<file path="src/hdl/work_ram.sv">
// internal work ram of the cpu, single port with synchronous write and registered read
module work_ram #(
  parameter int unsigned WRAM_AW = 7
) (
  input  logic               CLK,
  input  logic               sel_i,   // address falls in the ram window
  input  logic               rd_i,
  input  logic               wr_i,
  input  logic [WRAM_AW-1:0] addr_i,
  input  logic [7:0]         wdata_i,
  output logic [7:0]         rdata_o
);

  localparam int unsigned DEPTH = 1 << WRAM_AW;

  logic [7:0] mem [DEPTH];

  ////////////////////
  // write port
  ////////////////////

  always_ff @(posedge CLK) begin
    if (sel_i && wr_i) begin
      mem[addr_i] <= wdata_i;
    end
  end

  ////////////////////
  // read port
  ////////////////////

  // a write lands at the edge, so the next cycle's read sees it
  always_ff @(posedge CLK) begin
    if (sel_i && rd_i) begin
      rdata_o <= mem[addr_i];
    end
  end

  // the cpu never drives both strobes at once
  rd_wr_excl_a : assert property (@(posedge CLK) !(rd_i && wr_i))
    else $error("rd_i and wr_i high together, addr_i 0x%h", addr_i);

endmodule

</file>
<file path="config.mk">
export PLATFORM = sky130hd
export DESIGN_NAME = work_ram
export DESIGN_NICKNAME = d
export VERILOG_FILES = /design/src/hdl/work_ram.sv
export SDC_FILE = /design/constraint.sdc
export NUM_CORES = 1
export LEC_CHECK = 0
export ABC_AREA = 1
export ABC_CLOCK_PERIOD_IN_PS = 2700
export BUFFER_PORTS_ARGS = -buffer_cell sky130_fd_sc_hd__buf_4
export CORE_ASPECT_RATIO = 2
export CORE_MARGIN = 4
export CORE_UTILIZATION = 60
export DETAILED_ROUTE_END_ITERATION = 10
export PLACE_DENSITY_LB_ADDON = 0.05
export SYNTH_ARGS = -nofsm -noshare
export SYNTH_HDL_FRONTEND = slang
export SYNTH_SLANG_ARGS = --single-unit
</file>
<file path="constraint.sdc">
create_clock -name CLK -period 2.7 [get_ports CLK]
set_input_delay 0.675 -clock CLK [delete_from_list [all_inputs] [get_ports CLK]]
set_output_delay 0.675 -clock CLK [all_outputs]
set_load 0.05 [all_outputs]
</file>
Word-level counts from Yosys, hierarchy flattened
Memories as Yosys holds them, arrays and structs flattened. A register that Yosys moved wholly into a read port is not among the register bits.
Cells that the tools add are included.
{"block": "op_classes", "n_reduce_logical": 2, "n_mux": 2}
{"operator": "1-bit logical AND", "count": 2}
{"operator": "1-bit two-way mux", "count": 2}
{"block": "word_totals", "word_cells": 5, "reg_bits": 0, "ram_bits": 1024, "memories": 1, "input_bits": 19, "output_inout_bits": 8}
{"name": "mem", "depth": 128, "width": 8, "read_ports": 1, "rd_clocked_by_memory_dff": 1, "write_ports": 1, "line_no": "16", "source": "logic [7:0] mem [DEPTH];"}

Longest topological paths before layout
{"block": "logic_depth", "depth_word": 3, "depth_mapped": 16, "depth_no_buf": 13}

Least setup slack after synthesis
Ideal clock, no wire load.
{"block": "synth_path", "path_type": "input to register", "startpoint": "in addr_i[1]", "endpoint": "mem mem[104][0] (enable)", "t_required_ns": 2.330, "path_stages": 6, "setup_ns": 0.370, "t_arrival_ns": 2.062, "path_slack_ns": 0.268, "n_path_buf": 3, "cell_sequence": "buf_4 > buf_2 > nor2_2 > nand3_1 > buf_2 > nor2_1"}
{"element": "start, declared", "line_no": "9", "source": "input logic [WRAM_AW-1:0] addr_i,"}
{"element": "end, declared", "line_no": "16"}
No word-level cell before the write port.

==> results by group <==
Run status
  – Status: finished clean

Setup path
  – Endpoint type of the worst setup path: register
  – CP max-delay cell: nor2_1
  – CP max stage delay: roughly 350 ps
  – Arrival @ worst endpoint: ~2600 ps
  – Startpoint types: input pin
  – Crit Path Max Fanout: 50
  – CP Cell Sequence: buf_8 -> buf_12 -> buf_12 -> buf_4 -> nand2_1 -> nand2_1 -> nand2_1 -> nand2_1 -> nand2_1 -> nand2_1 -> nand2_1 -> nand2_1 -> nor2_1 -> nor2_1 -> nor2_1 -> nand2_1
  – Worst reg2reg path endpoint: rdata_o[4]
  – Worst reg2reg setup slack: 850 ps
  – End point of the critical path: rdata_o[1]
  – Critical R2R Launch: mem[89][4]
  – Most frequent CP cell: nand2_1
  – CP required: 3120 ps
  – CP startpoint: addr_i[0]
  – Kind of critical path: in -> reg
  – R2R cell count: 13

Global routing
  – Tot GR Track Use: 0.294
  – Initial antenna violation count: 0
  – First-pass GRT wire length: 173000 microns
  – Vias in the first global route: 30.0k
  – Largest net degree at the start of global routing: ~130
  – GR Overflow Total: 0

CTS
  – Root buffer cell: clkbuf_16
  – CTS resizes: 0
  – Clock tree buffer depth: 3
  – Postcts setup bufs: 0
  – CTS buffer count: 87
  – Clock-pin slew on the worst setup and hold paths: roughly 70 ps
  – Clock sink total: 1032
  – H-tree depth reported by CTS: 3
  – CTS tree: built
  – Number of buffers inserted by hold repair at cts: 0
  – Clk Latency, worst-skew pair: between 600 and 700 ps

Cells and area
  – Layout cells sized above 1: 0.101
  – ANT cells: 0
  – Design Area, Final: approximately 50000 sq um
  – Finished Layout Cells: around 5.6k
  – Filler instances: approximately 5.5k
  – Final nets: ~4.6k
  – Layout area overhead: 14.0%

Timing
  – Pins over their slew limit: 0
  – Clock Skews: between 20 and 25 ps
  – Least-Margin Pin Slew: between 700 and 800 ps
  – RSZ-0062 raised after global routing: no
  – Post-layout min period: 2210 ps
  – Period Utilization, post-route: 0.820
  – Finish-stage setup viols: 0
  – Fmax: about 450 MHz
  – Final Hold Viols: 0
  – Setup ws final: between 400 and 500 ps
  – Slew Limit Headroom: 0.504

Yosys
  – Syn avg cell area: between 10 and 15 sq um
  – Syn Nets: 4404
  – Cells after synthesis: between 4k and 5k
  – Yosys warns: 0
  – Unique cell type count in the Yosys netlist: 21
  – FF+latch count, synth: 1032
  – Synthesized area: roughly 44000 sq um
  – Register area share after synthesis: 0.704

Floorplanning
  – FP Rows: 140
  – Chip height: 391 microns
  – Initial core utilization: 0.605
  – Die W: 199 microns
  – Top Ports: 27
  – Die Footprint: between 70000 and 80000 sq um
  – Core box area: around 73000 sq um

Routing
  – DRT antenna net count: 0
  – Vias: 30.1k
  – Vias/cell: 5.39
  – Initial drt markers: roughly 2.3k
  – WL/cell: 20.3 microns
  – Residual DRC count: 0
  – Drt first pass iters: 7
  – Final wirelength: approximately 110000 microns

Hold path
  – Hold crit path type: in -> reg

Power
  – Power, Total: around 33000 uW
  – Power per Cell Area: between 600 and 700 nW/um^2
  – Max VDD drop: 0.667 mV
  – Pleak: between 0.02 and 0.025 uW

Placement
  – Dpl cell area: 47300 sq um
  – Number of port buffers: 26
  – Place WS: -155 ps
  – DP HPWL: 72100 microns
  – Post-placement cell count: 5420
  – Routability cong.: between 0.9 and 1

Run
  – Maxcap violations: 0
## per-stage QoR
stage                     utilization  hold slack (ps)  TNS (ps)
after CTS                       0.690              397         0
final                           0.690              432         0
after detailed placement        0.650              968      -501
after global routing            0.690              427         0
after global placement          0.650              939      -511
after floorplan                     -              774         0
## worst min path at each step
| stage | from | to | slack (ps) | cells past startpoint |
|---|---|---|---|---|
| after floorplan | wdata_i[0] | mem[0][0] | 770 | 0 |
| after global placement | mem[42][6] | rdata_o[6] | 940 | 8 |
| after detailed placement | mem[42][6] | rdata_o[6] | 970 | 8 |
| after CTS | wdata_i[4] | mem[29][4] | 400 | 1 |
| after global routing | wdata_i[4] | mem[29][4] | 430 | 1 |
| final | wdata_i[4] | mem[29][4] | 430 | 1 |
## cell usage in the layout, fill, tap and decap left out, drive strengths merged
cell type / n
a21oi: 6
buf: 326
bufinv: 12
clkbuf: 104
clkinv: 40
clkinvlp: 4
edfxtp: 1032
inv: 67
nand2: 2774
nand3: 36
nand4: 1
nor2: 236
o211ai: 1
o21ai: 6
or2: 13
## critical path: cells and delay by family
kind	cells	cell delay (ps)
and+or+nand+nor	12	1200
buffers and inverters	4	710
## layer usage
layer | wire length [microns] | GRT usage
met1 | 41500 | 0.357
met2 | 59000 | 0.522
met3 | 6840 | 0.0363
met4 | 5790 | 0.136
met5 | 0 | 0
## cell usage after synthesis
| master | instances | share of area |
|---|---|---|
| buf_1 | 13 | 0.0011 |
| o211ai_1 | 1 | 0.00017 |
| buf_2 | 132 | 0.015 |
| inv_4 | 1 | 0.00014 |
| buf_6 | 6 | 0.0015 |
| buf_4 | 27 | 0.0046 |
| or2_2 | 10 | 0.0014 |
| inv_2 | 1 | 0.000085 |
| nand2_1 | 2774 | 0.24 |
| nor2_2 | 2 | 0.00028 |
| nor2_4 | 1 | 0.00026 |
| edfxtp_1 | 1032 | 0.70 |
| inv_1 | 63 | 0.0054 |
| or2_1 | 2 | 0.00028 |
| or2_0 | 1 | 0.00014 |
| nand3_1 | 36 | 0.0041 |
| nand4_1 | 1 | 0.00014 |
| o21ai_0 | 6 | 0.00068 |
| clkbuf_1 | 37 | 0.0032 |
| a21oi_1 | 6 | 0.00068 |
| nor2_1 | 233 | 0.020 |
## flip-flops by register name, summed over array words and instances (netlist names)
| signal | cells |
|---|---|
| rdata_o | 8 |
| mem | 1024 |
## cell type report
cell class / count / area (sq um) / area share
flip-flops and latches: 1032 / 31000 / 0.618
multi-input cells: 3073 / 11700 / 0.232
repair buffers: 327 / 3180 / 0.0634
clock buffers: 103 / 2340 / 0.0467
well taps: 923 / 1150 / 0.0230
clock inverters: 58 / 586 / 0.0117
inverters: 65 / 270 / 0.00539
## where the power goes
group | internal [uW] | switching [uW]
combinational | 667 | 1630
clock | 7350 | 5580
sequential | 17700 | 14.0
## cells by family after synthesis
kind of cell	count (synthesis)	synth area share
buffers and inverters	280	0.0310
DFF	1032	0.704
AOI/OAI and AO/OA	13	0.00154
and+or+nand+nor	3060	0.263
(Power assumes the default switching activity.)
