### src/hdl/scv_map_pkg.sv
// address map of the console bus, shared by the decoder, the read combiner and the top level
package scv_map_pkg;

  ////////////////////
  // address word views
  ////////////////////

  // peripheral decode works on 512-byte pages
  typedef struct packed {
    logic [6:0] page;   // addr[15:9]
    logic [8:0] offset; // byte within the page
  } page_view_t;

  // work ram sits in the topmost 128 bytes
  typedef struct packed {
    logic [8:0] high;   // all ones inside the ram window
    logic [6:0] offset; // byte within the work ram
  } ram_view_t;

  typedef union packed {
    page_view_t page;
    ram_view_t  ram;
  } bus_addr_u;

  ////////////////////
  // regions
  ////////////////////

  typedef enum logic [2:0] {
    ROM  = 3'd0, // internal boot rom
    WRAM = 3'd1, // internal work ram
    VDC  = 3'd2, // video controller registers and vram
    APU  = 3'd3, // sound processor port
    CART = 3'd4, // cartridge space
    NONE = 3'd5  // open bus, reads back 0xff
  } region_e;

  // page limits of the map, one page is 512 bytes
  localparam logic [6:0] ROM_LIMIT      = 7'h08; // first page past 0x0fff
  localparam logic [6:0] VDC_PAGE_FIRST = 7'h10; // 0x2000
  localparam logic [6:0] VDC_PAGE_LAST  = 7'h1a; // up to 0x35ff
  localparam logic [6:0] APU_PAGE       = 7'h1b; // 0x3600-0x37ff

endpackage

### src/hdl/read_data_mux.sv
// read-data combiner returning the byte of the region a cpu read addressed, one cycle later
module read_data_mux (
  input  logic                 CLK,
  input  logic                 rst_i,
  input  logic                 rd_i,
  input  scv_map_pkg::region_e region_i,
  input  logic [7:0]           ext_rdata_i,  // peripherals, sampled with the read
  input  logic [7:0]           rom_rdata_i,
  input  logic [7:0]           wram_rdata_i,
  output logic [7:0]           rdata_o,
  output logic                 rdata_valid_o
);

  logic                 rd_q;
  scv_map_pkg::region_e region_q;
  logic [7:0]           ext_q;

  ////////////////////
  // read capture
  ////////////////////

  always_ff @(posedge CLK) begin
    if (rst_i) begin
      rd_q <= 1'b0;
    end else begin
      rd_q <= rd_i;
    end
  end

  // region and peripheral byte of the read in flight
  always_ff @(posedge CLK) begin
    if (rd_i) begin
      region_q <= region_i;
      ext_q    <= ext_rdata_i;
    end
  end

  ////////////////////
  // return path
  ////////////////////

  always_comb begin
    case (region_q)
      scv_map_pkg::ROM:  rdata_o = rom_rdata_i;
      scv_map_pkg::WRAM: rdata_o = wram_rdata_i;
      scv_map_pkg::VDC,
      scv_map_pkg::APU,
      scv_map_pkg::CART: rdata_o = ext_q;
      default:           rdata_o = 8'hff; // nothing answers, bus floats high
    endcase
  end

  assign rdata_valid_o = rd_q;

endmodule

### config.mk
export PLATFORM = sky130hd
export DESIGN_NAME = read_data_mux
export DESIGN_NICKNAME = d
export VERILOG_FILES = /design/src/hdl/scv_map_pkg.sv /design/src/hdl/read_data_mux.sv
export SDC_FILE = /design/constraint.sdc
export NUM_CORES = 1
export LEC_CHECK = 0
export CAP_MARGIN = 20
export CORE_MARGIN = 1.5
export CORE_UTILIZATION = 34
export CTS_CLUSTER_DIAMETER = 80
export DETAILED_ROUTE_END_ITERATION = 16
export DONT_BUFFER_PORTS = 1
export GPL_ROUTABILITY_DRIVEN = 0
export PLACE_DENSITY = 0.59
export SYNTH_ARGS = -nofsm -noshare
export SYNTH_HDL_FRONTEND = slang
export SYNTH_SLANG_ARGS = --single-unit
### constraint.sdc
create_clock -name CLK -period 1.2 [get_ports CLK]
set_input_delay 0.06 -clock CLK [delete_from_list [all_inputs] [get_ports CLK]]
set_output_delay 0.06 -clock CLK [all_outputs]
set_load 0.03 [all_outputs]
Yosys cells after proc, flatten, opt, wreduce, memory -nomap -nowiden

Cells that the tools add are included.

Latch bits: 0
Bits in writable memories: 0
Output and inout port bits: 9
Logic and storage cells: 10
Bits in registers: 12
Memories kept: 0
ROM bits: 0
Input port bits: 30

Shifts and indexed selects: 0
Equality and inequality tests: 4
Order comparisons: 0
Multiply operators: 0
Bitwise operators: 0
Div/mod/pow operators: 0
$add $sub $neg: 0
Mux-type cells: 1
Reductions and logical operators: 2

Operators by type and width:

| operator                                             | number |
|---|---|
| case mux 8 bit (3 select lines)                      | 1 |
| equality test 3 x 2 -> 1 bit (second input constant) | 2 |
| equality test 3 x 1 -> 1 bit (second input constant) | 1 |
| equality test 3 bit (second input constant)          | 1 |
| zero test 3 bit                                      | 1 |
| OR reduction 3 bit                                   | 1 |

Logic depth before layout (Yosys ltp)

Word-level depth: 3
Mapped depth: 4
Depth with buffers taken out: 2

Worst setup path after synthesis

No wires, ideal clock.

Kind: reg2out
From: register region_q[1]
To: output port rdata_o[6]
Path slack: -0.402 ns
Data required time: 1.140 ns
Path buffers: 2
Data arrival time: 1.542 ns
Cell stages (with the launch flop): 5
Path through: edfxtp_1 -> buf_6 -> clkbuf_2 -> nor3b_1 -> a211oi_1

Cells in the longest elaborated chain, start to end: 3
Elaborated cells on any way between the ends: 7
Those cells by class: eq/ne: 4; mux: 1; reduce/logical: 2

Ends and longest elaborated chain:

| what                                                                | line                | source |
|---|---|---|
| from (decl)                                                         | read_data_mux.sv:15 | `scv_map_pkg::region_e region_q;` |
| from (signal assigned)                                              | read_data_mux.sv:33 | `region_q <= region_i;` |
| equality test 3 x 2 -> 1 bit or equality test 3 bit (tied branches) | read_data_mux.sv:43 | `case (region_q)` |
| OR reduction 3 bit                                                  | read_data_mux.sv:43 |  |
| case mux 8 bit (3 select lines) (*)                                 | read_data_mux.sv:43 |  |
| to (decl)                                                           | read_data_mux.sv:10 | `output logic [7:0] rdata_o,` |

Mark *: on every way between the ends. The rest lies on a longest branch, timed or not.

Worst setup path in the final report

From: register region_q[2]
To: output port rdata_o[7]

Same word-level chain as after synthesis.

==> impl_results.md <==
* Status: finished with violations
* Failing checks: negative setup slack
* Slew at the pin with the worst max-slew slack at about 470 ps
* Initial antenna violation count at 0
* CP bufs+invs at 3
* CTS H-Tree Depth at 1
* Critical Path RT at between 1000 and 1500 ps
* # IOs at 39
* Synth Instances at 51
* # diodes at 0
* Yosys warning count at 0
* Family with the most delay on the worst path: buffers and inverters
* Die area at 2307 um2
* # port buffers at 0
* Setup crit end: rdata_o[7]
* Finished Layout Cells at between 100 and 150
* Area grow syn2layout at 94.74%
* Unrepaired setup endpoints after global routing: true
* Stages on worst setup path at 5
* Maximum vdd drop at just under 0.001 V
* Arrival time worst endpoint at roughly 1500 ps
* CTS tree: yes
* CP Max Fanout at 13
* Post-Syn Nets at 81
* Final wirelength at 1743 um
* Std cell rows at 16
* Bufs on Longest Clock Path at 2
* FMAX at between 600 and 700 MHz
* Post-Layout Inst Area at 1343 um2
* Final Slew Violations at 0
* Hold Fails Final Rpt at 0
* Fin crit period at 1579 ps
* GRT Residual Overflow at 0
* P_leak at between 0.0004 and 0.0005 uW
* DRC at 0
* Cts bufs inserted at 3
* Post-synthesis cell type count at 11
* 1st-iter DRT viols at 3
* Post-DR vias/cell at 5.157
* Initial core utilization at 35.50%
* Final Net Count at 112
* Drt wl/cell at 16.14 um
* Total track usage at 17.05%
* Critical Path Slowest Stage Cell: edfxtp_1
* CP max stage delay at ~420 ps
* Setup Viol. Count Final at 8
* CTS root buf: clkbuf_4
* Worst Setup SP: region_q[2]$_DFFE_PP_
* Max_cap viols at 0
* Top cell by count, worst path: buf_12
* Via count at 557
* Worst slew margin at 68.85%
* Synthesized area per cell at 13.52 um2
* Period utilization at 131.6%
* Commonest cells after routing, fill and taps aside: 14 x dlygate4sd3_1, 11 x edfxtp_1, 10 x buf_6
* Placed cell area at 1041 um2
* 1st-pass router iterations at 2
* Wire length of the first global-routing pass at 2608 um
* Critical path capture point type: output port
* Critical Path Source Type: flip-flop
* Leading cell type in the layout, fill and taps excluded: dlygate4sd3_1
* Cells along the critical path: buf_12 -> buf_12 -> nor4b_4 -> a211oi_4 -> buf_6
* Sequential share of the synthesized area at 50.82%
* Core area at 1942 um2
* Mapped Area at ~690 um2
* Worst Slack Setup Final at -379.0 ps
* Clock Sinks at 12
* Cell Pwr Density at about 1000 nW/um2
* Reg clk slew, reported paths at 70 ps
* Die H at 48.03 um
* Seq cells post-synth at 12
* Share of cells above drive strength 1 at a little under three fifths
* Vias in the first global route at 573
* WS Path Type: flip-flop to output port
* Detailed Place HPWL at 1286 um
* Final ANT Viol Nets at 0
* Placed cells at 89
* Largest net degree at the start of global routing at 18
* Hold slack final at 410.3 ps
* Die W at 48.03 um
* Hold Path Class: input pin to flip-flop
==> power by group <==
part / switching, uW / leakage [uW] / internal [uW] / total (uW)
Clock: 127 / 0.0000210 / 184 / 311
Combinational: 249 / 0.000355 / 277 / 526
Sequential: 31.7 / 0.000116 / 493 / 525
==> through the flow <==
stage	power, uW	setup slack (ps)	util [%]	TNS (ps)
finish	1362	-379.0	69.14	-2730
floorplan	849.1	-51.13	-	-361.2
global route	1417	-441.9	69.14	-3264
detailed placement	950.5	-195.6	53.61	-1485
CTS	1361	-384.9	68.75	-2869
global placement	937.2	-153.9	53.61	-1159
==> worst min-delay path by stage <==
stage / startpoint / endpoint / slack (ps) / cells past startpoint
after floorplan: rst_i / rdata_valid_o$_SDFF_PP0_ / 130 / 1
after global placement: rst_i / rdata_valid_o$_SDFF_PP0_ / 130 / 1
after detailed placement: rst_i / rdata_valid_o$_SDFF_PP0_ / 130 / 1
after CTS: ext_rdata_i[5] / ext_q[5]$_DFFE_PP_ / 400 / 1
after global routing: ext_rdata_i[6] / ext_q[6]$_DFFE_PP_ / 400 / 1
final: ext_rdata_i[2] / ext_q[2]$_DFFE_PP_ / 410 / 1
==> synth_stat cells <==
cell	n	area, um2
nor3b_1	8	60.06
buf_6	3	33.78
a211oi_1	8	60.06
clkbuf_2	1	5.000
nor4b_1	8	70.07
dfxtp_1	1	20.02
nor2b_1	1	6.260
nor2_1	1	3.750
edfxtp_1	11	330.3
buf_12	1	20.02
mux2i_1	8	80.08
==> layer usage <==
metal	GRT usage (%)	wire length (um)	vias to the layer above
met5	0	0	-
met3	1.509	106	2
met1	20.71	610	265
met4	8.108	24	0
li1	-	-	264
met2	30.13	1002	26
==> registers in the layout (all words and copies together), names as in the netlist <==
| name | count |
|---|---|
| ext_q | 8 |
| region_q | 3 |
| rdata_valid_o | 1 |
==> layout make-up <==
| class | count | area [um2] |
|---|---|---|
| fillers | 124 | 599.3 |
| clock buffers | 4 | 36.28 |
| multi-input cells | 34 | 566.8 |
| flip-flops and latches | 12 | 350.3 |
| repair buffers | 31 | 355.3 |
| well taps | 27 | 33.78 |
==> timing repair <==
| action | 4_1_cts | 5_1_grt |
|---|---|---|
| pin swaps | 11 | 2 |
| resized for setup | 20 | 0 |
| endpoints found under the hold margin | 23 | 0 |
| hold buffers | 14 | 0 |
| buffers inserted | 0 | 1 |
| setup endpoints to repair | 8 | 8 |
==> cell families after synthesis <==
| family | synth area share (%) |
|---|---|
| AOI/OAI and AO/OA | 8.712 |
| buffers and inverters | 8.529 |
| DFF | 50.82 |
| muxes | 11.62 |
| and+or+nand+nor | 20.33 |
Power figures use the tool's default switching activity.
