[src/hdl/scv_clk_pkg.sv]
// clock ratios of the console, used by the clock-enable generator
package scv_clk_pkg;

  // master clock is twice the video crystal, about 28.64 MHz

  ////////////////////
  // cpu two-phase clock
  ////////////////////

  localparam int unsigned CPU_DIV = 14; // master clocks per cpu cycle

  // divide counter values where each phase edge is flagged
  localparam int unsigned CP2_FALL_AT = 0;
  localparam int unsigned CP1_RISE_AT = 2;
  localparam int unsigned CP1_FALL_AT = 4;
  localparam int unsigned CP2_RISE_AT = 6;

  ////////////////////
  // video and audio
  ////////////////////

  // video runs at master / 7, so two pulses per cpu cycle
  localparam int unsigned VDC_AT_A = 2;
  localparam int unsigned VDC_AT_B = 9;

  // audio enable at master * 22 / 105, which lands on 6 MHz
  localparam int unsigned AUD_MUL = 22;
  localparam int unsigned AUD_DIV = 105;

endpackage

[src/hdl/clock_enable_gen.sv]
// master-clock divider giving the cpu phase strobes and the video and audio clock enables
module clock_enable_gen (
  input  logic CLK,
  input  logic rst_i,
  output logic cp1_rise_o, // phase 1 rising edge
  output logic cp1_fall_o, // phase 1 falling edge
  output logic cp2_rise_o, // phase 2 rising edge
  output logic cp2_fall_o, // phase 2 falling edge
  output logic vdc_ce_o,
  output logic aud_ce_o
);

  localparam int unsigned CNT_W = $clog2(scv_clk_pkg::CPU_DIV);
  localparam int unsigned ACC_W = $clog2(scv_clk_pkg::AUD_MUL + scv_clk_pkg::AUD_DIV);

  logic [CNT_W-1:0] div_cnt;     // position inside the cpu cycle
  logic [ACC_W-1:0] aud_acc;     // fractional remainder
  logic [ACC_W-1:0] aud_acc_sum;

  ////////////////////
  // cpu cycle counter
  ////////////////////

  always_ff @(posedge CLK) begin
    if (rst_i) begin
      div_cnt <= '0;
    end else if (div_cnt == CNT_W'(scv_clk_pkg::CPU_DIV - 1)) begin
      div_cnt <= '0;
    end else begin
      div_cnt <= div_cnt + 1'b1;
    end
  end

  assign cp2_fall_o = (div_cnt == CNT_W'(scv_clk_pkg::CP2_FALL_AT));
  assign cp1_rise_o = (div_cnt == CNT_W'(scv_clk_pkg::CP1_RISE_AT));
  assign cp1_fall_o = (div_cnt == CNT_W'(scv_clk_pkg::CP1_FALL_AT));
  assign cp2_rise_o = (div_cnt == CNT_W'(scv_clk_pkg::CP2_RISE_AT));

  assign vdc_ce_o = (div_cnt == CNT_W'(scv_clk_pkg::VDC_AT_A)) |
                    (div_cnt == CNT_W'(scv_clk_pkg::VDC_AT_B));

  ////////////////////
  // audio accumulator
  ////////////////////

  // fires whenever the remainder would overflow the denominator
  assign aud_acc_sum = aud_acc + ACC_W'(scv_clk_pkg::AUD_MUL);
  assign aud_ce_o    = (aud_acc_sum >= ACC_W'(scv_clk_pkg::AUD_DIV));

  always_ff @(posedge CLK) begin
    if (rst_i) begin
      aud_acc <= '0;
    end else if (aud_ce_o) begin
      aud_acc <= aud_acc_sum - ACC_W'(scv_clk_pkg::AUD_DIV);
    end else begin
      aud_acc <= aud_acc_sum;
    end
  end

  // remainder must stay below the denominator or the rate drifts
  aud_acc_range_a : assert property (@(posedge CLK) disable iff (rst_i)
    aud_acc < ACC_W'(scv_clk_pkg::AUD_DIV))
    else $error("aud_acc out of range: 0x%h", aud_acc);

endmodule

[config.mk]
export PLATFORM = sky130hd
export DESIGN_NAME = clock_enable_gen
export DESIGN_NICKNAME = d
export VERILOG_FILES = /design/src/hdl/scv_clk_pkg.sv /design/src/hdl/clock_enable_gen.sv
export SDC_FILE = /design/constraint.sdc
export NUM_CORES = 1
export LEC_CHECK = 0
export BUFFER_PORTS_ARGS = -buffer_cell sky130_fd_sc_hd__buf_4
export CAP_MARGIN = 20
export CORE_MARGIN = 8
export CORE_UTILIZATION = 60
export CTS_CLUSTER_SIZE = 40
export DETAILED_ROUTE_END_ITERATION = 8
export PLACE_DENSITY = 0.88
export REMOVE_ABC_BUFFERS = 1
export SLEW_MARGIN = 20
export SYNTH_ARGS = -nofsm -noshare
export SYNTH_HDL_FRONTEND = slang
export SYNTH_SLANG_ARGS = --single-unit
[constraint.sdc]
create_clock -name CLK -period 5.9 [get_ports CLK]
set_input_delay 1.18 -clock CLK [delete_from_list [all_inputs] [get_ports CLK]]
set_output_delay 1.18 -clock CLK [all_outputs]
set_load 0.005 [all_outputs]
# ---- Yosys cells after proc, flatten, opt, wreduce, memory -nomap -nowiden
# Index checks and enable logic that the tools add are counted.
dict set report op_classes {
  mux 1
  eq_ne 5
  reduce_logical 2
  addsub 3
  order_cmp 1
  n_bitwise 1
}
# cell count
set ops {}
lappend ops {{4-bit by 3-bit equality test with 1-bit output (second input constant)} 2}
lappend ops {{4-bit equality test (second input constant)} 2}
lappend ops {{7-bit by 5-bit adder with 7-bit output (second input constant)} 1}
lappend ops {{7-bit >= comparator (second input constant)} 1}
lappend ops {{7-bit two-way mux} 1}
lappend ops {{7-bit subtractor (second input constant)} 1}
lappend ops {{4-bit by 1-bit adder with 4-bit output (second input constant)} 1}
lappend ops {{4-bit by 2-bit equality test with 1-bit output (second input constant)} 1}
lappend ops {{4-bit logical NOT} 1}
lappend ops {{2-bit OR reduction} 1}
lappend ops {{1-bit OR} 1}
dict set report totals {
  input_bits 2
  output_inout_bits 6
  reg_bits 11
}

# ---- Depth between registers and ports, before layout
dict set report depth {
  ltp_word 3
  depth_mapped 8
}

# ---- Worst setup path before layout
# OpenSTA, ideal clock, no wires.
dict set report synth_path {
  kind {register -> output}
  startpoint {reg aud_acc[1]}
  endpoint {out aud_ce_o}
  arrival_time_ns 1.547
  n_path_buf 1
  stages_incl_launch_ff 8
  required_ns 4.720
  setup_slack_ns 3.173
  path_cell_list {dfxtp_1 -> inv_1 -> ha_1 -> and4_1 -> nand3_1 -> o2111a_1 -> buf_6 -> nor3_2}
}
dict set report synth_via {
  elab_chain_len 2
}
# item line_no
set synth_lines {}
lappend synth_lines {{start, declared} clock_enable_gen.sv:17} ;# logic [ACC_W-1:0] aud_acc;
lappend synth_lines {{start signal, assigned} clock_enable_gen.sv:54} ;# aud_acc <= aud_acc_sum - ACC_W'(scv_clk_pkg::AUD_DIV);
lappend synth_lines {{start signal, assigned} clock_enable_gen.sv:56} ;# aud_acc <= aud_acc_sum;
lappend synth_lines {{7-bit by 5-bit adder with 7-bit output} clock_enable_gen.sv:47} ;# assign aud_acc_sum = aud_acc + ACC_W'(scv_clk_pkg::AUD_MUL);
lappend synth_lines {{7-bit >= comparator} clock_enable_gen.sv:48} ;# assign aud_ce_o = (aud_acc_sum >= ACC_W'(scv_clk_pkg::AUD_DIV));
lappend synth_lines {{end, declared} clock_enable_gen.sv:10} ;# output logic aud_ce_o
# Every way passes these cells.

# ---- Worst setup path in the final report
# Ends and elaborated chain as after synthesis.

==> flow_summary.json <==
{
  "multiInputGateArea_um2": 523,
  "ratio_of_cells_with_drive_above_1_in_the_final_layout_pct": 15.5,
  "run_status": "complete, no violations",
  "average_vias_per_placed_instance": 6.13,
  "cts.hold.buffers_added": 0,
  "maximum_number_of_pins_on_one_net_before_global_route_repair": 14,
  "die_height_um": 52.1,
  "clock-skew-final_ns": 0.000933,
  "setup-violations-final": 0,
  "power.density_mw_per_mm2": 472,
  "slew_headroom_pct": 45.0,
  "synth_compound_gate_area_share_pct": 20.8,
  "first_pass_iters": 4,
  "preCtsSetupSlack_ns": 2.86,
  "gp_routability_congestion": 0.832,
  "fin_worst_hold_slack_ns": 0.495,
  "place.port_buffers": 7,
  "cts_sinks": 11,
  "worst-setup-path-type": "register to output port",
  "ys_dominant_reg_cell": "sky130_fd_sc_hd__dfxtp_1",
  "postLayoutCellArea_um2": 860,
  "synthXorXnorAreaFrac_pct": 4.31,
  "clock_tree.htree_level_count": 1,
  "timing.setup.tns_ns": 0,
  "floorplan.initialDensity_pct": 62.5,
  "tightestPinTransition_ns": 0.822,
  "hold_start": "div_cnt[0]$_SDFF_PP0_",
  "fp.coreArea_mm2": 0.00125,
  "wire_per_inst_um": 14.3,
  "p_total_mw": 0.406,
  "timing.critical_path.required_ns": 4.72,
  "setup_ws_post_layout_ns": 2.50,
  "dieArea_mm2": 0.00272,
  "syn2layout_area_growth_pct": 9.74,
  "drt.antenna.violating_nets": 0,
  "layout.area.seq_um2": 220,
  "avgSynthCellArea_um2": 8.80,
  "crit_chain": "inv_1 -> ha_1 -> xor2_1 -> o2111a_1 -> nor3_2 -> buf_4",
  "setup_buffers_after_cts": 0,
  "path_buf_inv": 2,
  "post_cts.resized_instances": 0,
  "critical-path-slowest-cell": "sky130_fd_sc_hd__dfxtp_1",
  "cts-root-buf": "sky130_fd_sc_hd__clkbuf_4",
  "async_flop_share_pct": 0,
  "max_freq_mhz": 294,
  "cp-end-kind": "output port",
  "grt_antenna_before_repair": 0,
  "grt_overflow": 0,
  "synthesis.area_um2": 783,
  "grt_setup_unrepaired": "no",
  "slew_viol_final": 0,
  "slowest_stage_delay_on_critical_path_ns": 0.47,
  "num_rows": 13,
  "drt_iter0_markers": 20,
  "clkSlewWorstSetupHoldPaths_ns": 0.07,
  "cp_max_fo": 11,
  "power_leakage_nw": 0.350,
  "ios": 8,
  "utilization_pct": 68.6,
  "r2r_start": "aud_acc[1]$_SDFF_PP0_",
  "width_of_the_die_um": 52.1,
  "clock_insertion_delay_worst_skew_ns": 0.28,
  "synth_cell_type_count": 39,
  "place_area_um2": 833,
  "yosysWarningCount": 0,
  "seq_area_frac_synth_pct": 28.1,
  "critical_path.startpoint": "aud_acc[1]$_SDFF_PP0_",
  "post_synth_inst_count": 89,
  "first_global_vias": 646,
  "numPlacedInstances": 108,
  "num_antenna_cells": 0,
  "routed_wire_length_um": 1600,
  "worst_path_dominant_cell_family": "flip-flops",
  "via_count": 686,
  "ys_seq_elements": 11,
  "numCtsBuffers": 3,
  "min_period_ns": 3.40,
  "worstSetupStartpointType": "register",
  "post_synth_fa_ha_maj_area_fraction_pct": 14.4,
  "first_pass_grt_wire_length_um": 2860,
  "synth.area.mux_share_pct": 0,
  "fin_crit_sh_pct": 57.6,
  "timing.max_cap.violations": 0,
  "peakVddDrop_mv": 0.267,
  "fin_nets": 109,
  "synthSimpleGateAreaFrac_pct": 27.3,
  "fillerInstances": 100,
  "min-delay-path-class": "register to register",
  "post_dp_hpwl_um": 1160,
  "tritoncts_clock_tree": "done",
  "synth_enable_flop_cells": 0,
  "critical_path_arrival_ns": 2.22,
  "residual_drc_count": 0,
  "final_hold_viol_count": 0,
  "cts_buffer_depth": 2,
  "final-instance-count-excl-fill": 112,
  "dominant_combinational_cell_family_by_area_after_synthesis": "simple AND/OR/NAND/NOR gates",
  "grt_usage_pct": 13.5
}
==> synthesized netlist by cell type (2+ instances only) <==
library cell / n / area share [%]
sky130_fd_sc_hd__nor3_1: 4 / 2.6
sky130_fd_sc_hd__or3_1: 2 / 1.6
sky130_fd_sc_hd__dfxtp_1: 11 / 28
sky130_fd_sc_hd__ha_1: 9 / 14
sky130_fd_sc_hd__o41ai_1: 2 / 2.2
sky130_fd_sc_hd__nand3_1: 3 / 1.9
sky130_fd_sc_hd__nor2b_1: 2 / 1.6
sky130_fd_sc_hd__o21ai_1: 2 / 1.3
sky130_fd_sc_hd__nor2_1: 6 / 2.9
sky130_fd_sc_hd__o31ai_1: 3 / 2.9
sky130_fd_sc_hd__xor2_1: 2 / 2.2
sky130_fd_sc_hd__and2_1: 2 / 1.6
sky130_fd_sc_hd__nor3b_1: 3 / 2.9
sky130_fd_sc_hd__inv_1: 5 / 2.4
sky130_fd_sc_hd__nand3b_1: 2 / 1.9
sky130_fd_sc_hd__nand2b_1: 3 / 2.4
sky130_fd_sc_hd__buf_2: 2 / 1.3
sky130_fd_sc_hd__o21ai_0: 2 / 1.3
sky130_fd_sc_hd__a21oi_1: 3 / 1.9
sky130_fd_sc_hd__o31a_1: 2 / 2.2
==> state kept, by name, indices dropped and copies added, names as in the netlist <==
name     count
div_cnt      4
aud_acc      7
==> kinds of logic after synthesis <==
kind of cell | after synthesis
and+or+nand+nor | 36
AOI/OAI and AO/OA | 22
xor gates and xnor gates | 3
DFF | 11
buffers and inverters | 8
adders and majority gates | 9
==> cell usage in the layout (no fill, tap or decap), types with 2 or more instances in the layout <==
cell type and count:
sky130_fd_sc_hd__o21ai_0 2, sky130_fd_sc_hd__xor2_1 2, sky130_fd_sc_hd__nor2_1 6, sky130_fd_sc_hd__inv_1 5, sky130_fd_sc_hd__clkbuf_4 3, sky130_fd_sc_hd__o41ai_1 2, sky130_fd_sc_hd__nor3_1 4, sky130_fd_sc_hd__o31ai_1 3
sky130_fd_sc_hd__nand2b_1 3, sky130_fd_sc_hd__and2_1 2, sky130_fd_sc_hd__dfxtp_1 11, sky130_fd_sc_hd__nand3b_1 2, sky130_fd_sc_hd__a21oi_1 3, sky130_fd_sc_hd__nor2b_1 2, sky130_fd_sc_hd__o21ai_1 2, sky130_fd_sc_hd__buf_4 7
sky130_fd_sc_hd__nor3b_1 3, sky130_fd_sc_hd__o31a_1 2, sky130_fd_sc_hd__nand3_1 3, sky130_fd_sc_hd__or3_1 2, sky130_fd_sc_hd__ha_1 9
==> layout make-up <==
| type | count | share of cell area, % |
|---|---|---|
| clock buffer | 4 | 3.06 |
| inverter | 5 | 2.18 |
| multi-input combinational | 70 | 60.8 |
| tap | 15 | 2.18 |
| timing repair buffer | 7 | 6.11 |
| sequential | 11 | 25.6 |
==> path summary, 6_finish.rpt <==
kind | endpoint | cells past startpoint | slack [ns]
worst max-delay path | aud_ce_o | 6 | 2.50
worst min-delay path | div_cnt[0]$_SDFF_PP0_ | 1 | 0.50
worst max register to register | aud_acc[0]$_SDFFE_PP0P_ | 7 | 3.71
worst min register to register | div_cnt[0]$_SDFF_PP0_ | 1 | 0.50
==> where the power goes <==
part	total, mW	internal [mW]	switching (mW)
registers	0.122	0.0955	0.0264
clock network	0.0535	0.0263	0.0272
logic	0.230	0.0908	0.140
==> routing by layer <==
| layer | track usage, % | vias to the layer above | part of all wire, % |
|---|---|---|---|
| met3 | 2.56 | 3 | 7.4 |
| li1 | - | 340 | - |
| met1 | 17.8 | 313 | 46 |
| met5 | 0 | - | 0 |
| met4 | 7.76 | 0 | 1.9 |
| met2 | 19.8 | 30 | 44 |
Note: power is estimated with default switching activity, not from simulation.
