<file path="config.mk">
export PLATFORM = sky130hd
export DESIGN_NAME = address_decoder
export DESIGN_NICKNAME = d
export VERILOG_FILES = /design/src/hdl/scv_map_pkg.sv /design/src/hdl/address_decoder.sv
export SDC_FILE = /design/constraint.sdc
export NUM_CORES = 1
export LEC_CHECK = 0
export BUFFER_PORTS_ARGS = -buffer_cell sky130_fd_sc_hd__buf_2
export CORE_AREA = 2 2 39 41
export DETAILED_ROUTE_END_ITERATION = 10
export DIE_AREA = 0 0 41 43
export SYNTH_ARGS = -nofsm -noshare
export SYNTH_HDL_FRONTEND = slang
export SYNTH_SLANG_ARGS = --single-unit
</file>
<file path="constraint.sdc">
create_clock -name vclk -period 0.8
set_clock_uncertainty 0.1 [all_clocks]
set_input_delay 0.16 -clock vclk [all_inputs]
set_output_delay 0.16 -clock vclk [all_outputs]
set_load 0.02 [all_outputs]
</file>
<file path="src/hdl/scv_map_pkg.sv">
// address map of the console bus, shared by the decoder, the read combiner and the top level
package scv_map_pkg;

  ////////////////////
  // address word views
  ////////////////////

  // peripheral decode works on 512-byte pages
  typedef struct packed {
    logic [6:0] page;   // addr[15:9]
    logic [8:0] offset; // byte within the page
  } page_view_t;

  // work ram sits in the topmost 128 bytes
  typedef struct packed {
    logic [8:0] high;   // all ones inside the ram window
    logic [6:0] offset; // byte within the work ram
  } ram_view_t;

  typedef union packed {
    page_view_t page;
    ram_view_t  ram;
  } bus_addr_u;

  ////////////////////
  // regions
  ////////////////////

  typedef enum logic [2:0] {
    ROM  = 3'd0, // internal boot rom
    WRAM = 3'd1, // internal work ram
    VDC  = 3'd2, // video controller registers and vram
    APU  = 3'd3, // sound processor port
    CART = 3'd4, // cartridge space
    NONE = 3'd5  // open bus, reads back 0xff
  } region_e;

  // page limits of the map, one page is 512 bytes
  localparam logic [6:0] ROM_LIMIT      = 7'h08; // first page past 0x0fff
  localparam logic [6:0] VDC_PAGE_FIRST = 7'h10; // 0x2000
  localparam logic [6:0] VDC_PAGE_LAST  = 7'h1a; // up to 0x35ff
  localparam logic [6:0] APU_PAGE       = 7'h1b; // 0x3600-0x37ff

endpackage

</file>
<file path="src/hdl/address_decoder.sv">
// cpu address decode into a region code and the chip selects of the bus
module address_decoder #(
  parameter int unsigned ROM_AW  = 12,
  parameter int unsigned WRAM_AW = 7
) (
  input  scv_map_pkg::bus_addr_u cpu_addr_i,
  output logic                   rom_sel_o,
  output logic                   wram_sel_o,
  output logic                   vdc_sel_o,
  output logic                   apu_sel_o,
  output logic                   cart_sel_o,
  output scv_map_pkg::region_e   region_o
);

  // rom size in pages, never decoded past the rom space of the map
  localparam int unsigned ROM_PAGES = 1 << (ROM_AW - 9);
  localparam int unsigned ROM_SPAN  = (ROM_PAGES < scv_map_pkg::ROM_LIMIT) ?
                                      ROM_PAGES : scv_map_pkg::ROM_LIMIT;
  // address bits above the work ram offset
  localparam int unsigned WRAM_HI_W = 16 - WRAM_AW;

  logic [6:0] page;

  assign page = cpu_addr_i.page.page;

  ////////////////////
  // chip selects
  ////////////////////

  assign rom_sel_o  = (page < 7'(ROM_SPAN));
  assign wram_sel_o = &cpu_addr_i.ram.high[8 -: WRAM_HI_W]; // top window, 0xff80 up
  assign vdc_sel_o  = (page >= scv_map_pkg::VDC_PAGE_FIRST) &&
                      (page <= scv_map_pkg::VDC_PAGE_LAST);
  assign apu_sel_o  = (page == scv_map_pkg::APU_PAGE);
  assign cart_sel_o = cpu_addr_i.ram.high[8] && !wram_sel_o; // upper half minus the ram

  ////////////////////
  // region code
  ////////////////////

  always_comb begin
    if (rom_sel_o) begin
      region_o = scv_map_pkg::ROM;
    end else if (wram_sel_o) begin
      region_o = scv_map_pkg::WRAM;
    end else if (vdc_sel_o) begin
      region_o = scv_map_pkg::VDC;
    end else if (apu_sel_o) begin
      region_o = scv_map_pkg::APU;
    end else if (cart_sel_o) begin
      region_o = scv_map_pkg::CART;
    end else begin
      region_o = scv_map_pkg::NONE; // holes such as 0x1000
    end
  end

  // the map constants must keep every region apart
  always_comb begin
    sel_onehot_a : assert ($onehot0({rom_sel_o, wram_sel_o, vdc_sel_o, apu_sel_o, cart_sel_o}))
      else $error("overlapping selects for cpu_addr_i 0x%h", cpu_addr_i);
  end

endmodule

</file>
**Yosys cells after proc, flatten, opt, wreduce, memory -nomap -nowiden**

Cells that the tools add are included.
Widths: inputs -> output; s select.

- Word-level logic and storage cells: 13
- Output and inout bits: 8
- Input port bits: 16
- Register bits after elaboration: 0

- Muxes and demuxes: 5
- Reduce and logical (&&, ||, !) cells: 4
- Eq/ne operators: 1
- $lt $le $gt $ge: 3

Operator list:

| cell | number |
|---|---|
| $mux 3 | 4 |
| $reduce_and 9->1 | 1 |
| $eq 7x5->1 const B | 1 |
| $ge 7x5->1 const B | 1 |
| $le 7x5->1 const B | 1 |
| $lt 7x4->1 const B | 1 |
| $logic_and 1x1->1 | 2 |
| $logic_not 1->1 | 1 |
| $mux 1 | 1 |

**Depth between registers and ports, before layout**

Gate-level depths: netlist of the first run.

- Depth in word-level cells: 8
- Depth in mapped cells: 3

**Worst setup path before layout of the first run**

OpenSTA, ideal clock, no wires.

- Kind: in2out
- Start: in cpu_addr_i[12] in the netlist's numbering
- End: out region_o[0]
- Setup slack: -0.490 ns
- Arrival time: 1.030 ns
- Cell stages on the path: 3
- Cells stage by stage: nor4_2 nor2_1 a2bb2oi_1

- Cells in the longest elaborated chain, start to end: 8

Ends and longest elaborated chain:

| what | line | text |
|---|---|---|
| start: declaration | address_decoder.sv:6 | `input scv_map_pkg::bus_addr_u cpu_addr_i,` |
| branches (longest 7 deep; another with $ge 7x5->1) | -- |  |
| $mux 3 * | address_decoder.sv:42 | `if (rom_sel_o) begin` |
| end: declaration | address_decoder.sv:12 | `output scv_map_pkg::region_e region_o` |

Every way passes the cells marked *.

**Final worst setup path of the first run**

- Start: in cpu_addr_i[11] in the netlist's numbering
- End: out vdc_sel_o

- Cells in the longest elaborated chain, start to end: 2

Ends and longest elaborated chain:

| what | line | text |
|---|---|---|
| $ge 7x5->1 / $le 7x5->1 (equally long branches) | address_decoder.sv:32, address_decoder.sv:33 |  |
| $logic_and 1x1->1 * | address_decoder.sv:32 | `assign vdc_sel_o = (page >= scv_map_pkg::VDC_PAGE_FIRST) &&` |
| end: declaration | address_decoder.sv:9 | `output logic vdc_sel_o,` |

Every way passes the cells marked *; elsewhere a longest branch is shown, timed or not.

==> results of run 1 <==
final cells by class:
type	count	area [um2]	area share, %
well taps	16	20.0	5.35
multi-input cells	13	140	37.5
repair buffers	24	210	56.2
inverters	1	3.75	1.00
cells in the mapped netlist:
library cell | count | share of area, %
nor2_2 | 1 | 5.6
and2_1 | 2 | 11
nand4_1 | 2 | 11
nand3_1 | 1 | 4.4
a2bb2oi_1 | 1 | 7.8
nor2b_1 | 1 | 5.6
a211oi_1 | 1 | 6.7
inv_1 | 1 | 3.3
nor2_1 | 1 | 3.3
nor4_2 | 1 | 11
a2111oi_4 | 1 | 24
nor4_1 | 1 | 5.6
kinds of logic after synthesis:
| logic type | after synthesis |
|---|---|
| compound gates | 3 |
| buf+inv | 1 |
| simple gates | 10 |
worst max-delay path, stage by stage:
cell	delay (ns)
buf_8	0.10
a2111oi_4	0.41
and2_4	0.21
buf_6	0.11
repair_timing:
| action | CTS | global route |
|---|---|---|
| pin swaps | 8 | 2 |
| setup buffers | 2 | 0 |
| resized for setup | 22 | 2 |
| endpoints found under the setup margin | 8 | 8 |
| hold buffers | 0 | 0 |
final timing paths:
check             slack, ns  cells after the start     endpoint      startpoint
hold / removal         0.52                      3  region_o[1]  cpu_addr_i[14]
setup / recovery      -0.46                      4    vdc_sel_o  cpu_addr_i[11]
per-layer routing:
metal | share of wire (%) | up-vias | track usage [%] | wire, um
li1 | - | 105 | - | -
met3 | 8.2 | 0 | 0 | 43
met1 | 30 | 97 | 4.11 | 160
met5 | 0 | - | 0 | 0
met4 | 0 | 0 | 0 | 0
met2 | 61 | 10 | 13.8 | 321
stage by stage:
stage | cells | utilization [%] | TNS, ns | worst slack [ns] | hold WS [ns]
6_report | 54 | 27.0 | -3.06 | -0.455 | 0.523
5_1_grt | 54 | 27.0 | -3.43 | -0.482 | 0.538
4_1_cts | 54 | 26.2 | -3.16 | -0.459 | 0.524
3_5_place_dp | 53 | 20.6 | -3.60 | -0.522 | 0.590
3_3_place_gp | 53 | 20.6 | -3.60 | -0.535 | 0.589
2_1_floorplan | 14 | - | -1.75 | -0.426 | 0.254
power by group through the flow:
stage	registers, mW	logic (mW)	clock network, mW
detailed placement	0	0.123	0
CTS	0	0.160	0
finish	0	0.163	0
floorplan	0	0.0470	0
global placement	0	0.122	0
global route	0	0.174	0
==> impl_metrics.csv, run 1 <==
group,metric,value,unit
floorplanning,rows,14,
finish,clkbuf_count,0,
sta,max_clock_freq,0.797,GHz
drt,avgViaCountPerCell,3.93,
synthesis,synth-compound-area-share,38.9,%
synthesis,synth_top_family_by_area,"simple AND/OR/NAND/NOR gates",
pwr,p_comb_share,100.0,%
run,cap_violations,0,
sta,slew_headroom,76.7,%
sta,tightest_slew,0.349,ns
synthesis,synth_xor_area_share,0,%
finish,layout_commonest_cell,"buf_4",
synthesis,ys_seq_area_share,0,%
global_route,grt.total_usage,5.69,%
sta,finalCritPeriodShare,157,%
worst_setup_path,start_kind,"input pin",
finish,final-seq-area,0,um2
drt,finalWirelength,525,um
synthesis,muxShareOfSynthArea,0,%
floorplanning,fp.dieW,41,um
floorplanning,die_area,0.00176,mm2
outcome,violations,"setup timing",
finish,syn2layout_area_growth,232,%
synthesis,syn_area_per_cell,8.04,um2
synthesis,yosys_warnings,0,
synthesis,synthAdderAreaFrac,0,%
global_route,antenna_found_initial,0,
global_route,grt_pass1_vias,219,
sta,setup_viol,8,
finish,seq_cell_count,0,
synthesis,syn_nets,30,
drt,postRouteAntennaNets,0,
pwr,clock_power_share,0,%
hold_path,hold_path_class,"in -> out",
pwr,leakagePower,0.161,nW
synthesis,synth_cell_types,12,
sta,layout_min_cycle_time,1.26,ns
pwr,seqPwrFrac,0,%
pwr,power.density,435,mW/mm2
worst_setup_path,crit_path_max_fanout,4,
place,port-buffer-count,17,
floorplanning,start_util,8.14,%
worst_setup_path,end_kind,"output port",
outcome,status,"finished with violations",
pwr,p_int,0.0893,mW
pwr,swShare,45.1,%
sta,drv_slew,0,
finish,final_area,374,um2
floorplanning,ios,24,
worst_setup_path,cp.required,0.54,ns
synthesis,syn_area,113,um2
synthesis,synthCells,14,
global_route,grt_max_degree,8,
sta,hold_viol_final,0,
place,place_area,285,um2
pwr,peakVddDrop,0.0000626,V
finish,layout_common_cells,"buf_4, buf_2, buf_8, buf_6",
sta,rsz0062_at_grt,"yes",
drt,firstDrtPassIters,1,
drt,drtIter0Drc,0,
finish,antennaDiodeCount,0,
global_route,grt.overflow.total,0,
floorplanning,die-height,43,um
global_route,grt_pass1_wl,745,um
pwr,finalPower,0.163,mW
finish,drive_gt1_share,81.6,%
worst_setup_path,cp.arrival,1.00,ns
sta,setup_ws,-0.455,ns
drt,drcViolationCount,0,
finish,n_fill_cell,155,
pwr,power_switching,0.0735,mW
worst_setup_path,worstSetupPathType,"in -> out",
place,gp_congestion,0.476,
drt,dr_total_vias,212,
floorplanning,core,0.00138,mm2
synthesis,synth-simple-area-share,57.8,%
drt,detail_route.wl_per_cell,9.72,um
finish,num-nets-final,56,
(Power assumes the default switching activity.)
==> run 2, diff against run 1 <==
clock period = 1.4 ns   (was 0.8 ns; I/O delays follow)
==> run 2 against run 1 <==
The run still ends with setup timing left; clock-buffer cell count is the same; worst setup slack improved by 0.39 ns; critical endpoint unchanged; non-clock buffer count shrank 1; routed wire length decreased by 6.5%.
==> impl_metrics.csv, run 2 (synthesis results as in run 1) <==
group,metric,value,unit
finish,fin_cells,53,
pwr,peakVddDrop,0.0000340,V
worst_setup_path,cp.arrival,1.09,ns
finish,seq_cell_count,0,
global_route,grt_use_met3,0,%
global_route,grt_pass1_wl,641,um
finish,n_fill_cell,150,
worst_setup_path,crit_chain,"buf_8 > a2111oi_4 > and2_4 > buf_6",
finish,final-seq-area,0,um2
finish,syn2layout_area_growth,201,%
sta,hold_ws,0.768,ns
drt,postRouteAntennaNets,0,
place,place_area,280,um2
drt,drcViolationCount,0,
place,gp_congestion,0.529,
global_route,grt.overflow.total,0,
sta,setup_tns,-0.130,ns
drt,dr_total_vias,210,
outcome,violations,"setup timing",
floorplanning,die-height,43,um
worst_setup_path,cp.required,1.02,ns
global_route,grt_pass1_vias,183,
sta,setup_viol,3,
drt,drtIter0Drc,4,
floorplanning,rows,14,
finish,num-nets-final,55,
global_route,antenna_found_initial,0,
finish,antennaDiodeCount,0,
sta,finalCritPeriodShare,105,%
sta,layout_min_cycle_time,1.47,ns
floorplanning,fp.dieW,41,um
worst_setup_path,start_kind,"input pin",
global_route,grt_max_degree,6,
worst_setup_path,crit_family,"compound AO/OA/AOI/OAI gates",
worst_setup_path,worstSetupPathType,"in -> out",
global_route,top_usage_layer,"met2",
place,port-buffer-count,17,
finish,clkbuf_count,0,
pwr,finalPower,0.0857,mW
global_route,grt.total_usage,4.80,%
drt,finalWirelength,491,um
sta,rsz0062_at_grt,"yes",
floorplanning,start_util,8.14,%
clocking,ctsHoldBuffers,0,
sta,tightest_slew,0.326,ns
drt,firstDrtPassIters,2,
global_route,use_met1,4.75,%
sta,hold_viol_final,0,
global_route,grtUsageMet2,10.3,%
finish,layout_common_cells,"buf_2, buf_4, buf_6",
run,cap_violations,0,
pwr,leakagePower,0.149,nW
finish,drive_gt1_share,78.4,%
floorplanning,ios,24,
place,placed_cells,53,
worst_setup_path,path_buf_inv,2,
floorplanning,core,0.00138,mm2
sta,setup_ws,-0.0672,ns
floorplanning,die_area,0.00176,mm2
hold_path,hold_path_class,"in -> out",
worst_setup_path,worst_path_max_delay_cell,"a2111oi_4",
sta,max_clock_freq,0.682,GHz
sta,drv_slew,0,
finish,final_area,339,um2
pwr,power.density,253,mW/mm2
drt,avgViaCountPerCell,3.96,
worst_setup_path,crit_path_max_fanout,4,
sta,slew_headroom,78.2,%
drt,detail_route.wl_per_cell,9.26,um
worst_setup_path,end_kind,"output port",
outcome,status,"finished with violations",
worst_setup_path,slowest_delay,0.40,ns
==> run 2: changes by cell type in the layout (fill, tap and decap cells not counted) <==
cell / previous run / this run
nor4_4: 2 / 1
nor2b_2: 1 / 0
buf_4: 10 / 8
nor2b_1: 0 / 1
nor4_2: 0 / 1
buf_2: 6 / 8
buf_8: 4 / 2
buf_6: 4 / 5
==> run 2: path summary, 6_finish.rpt <==
path | start | to | slack, ns | cells after the start
max | cpu_addr_i[11] | vdc_sel_o | -0.07 | 4
min | cpu_addr_i[11] | region_o[1] | 0.77 | 3
==> run 2: final cells by class <==
cell class         count  area [um2]  share of cell area (%)
inverters              1        3.75                    1.11
well taps             16        20.0                    5.90
repair buffers        23         186                    55.0
multi-input cells     13         129                    38.0
==> run 2: per-stage QoR <==
step,util (%),worst slack (ns)
2_1_floorplan,-,-0.0662
3_3_place_gp,20.3,-0.145
3_5_place_dp,20.3,-0.140
4_1_cts,22.5,-0.0841
5_1_grt,24.5,-0.100
6_report,24.5,-0.0672
==> run 2: power breakdown <==
part / leakage (nW) / total [mW] / internal [mW] / switching [mW]
clock network: 0 / 0 / 0 / 0
registers: 0 / 0 / 0 / 0
logic: 0.149 / 0.0857 / 0.0460 / 0.0397
==> run 2: what timing repair did <==
| action | CTS | global route |
|---|---|---|
| gates resized for setup | 10 | 8 |
| pin swaps | 6 | 6 |
| setup endpoints to repair | 7 | 6 |
| setup buffers | 0 | 0 |
==> run 2: metal layers <==
layer	wire, um	part of all wire (%)
met3	52	11
met4	0	0
met2	265	54
met5	0	0
met1	173	35
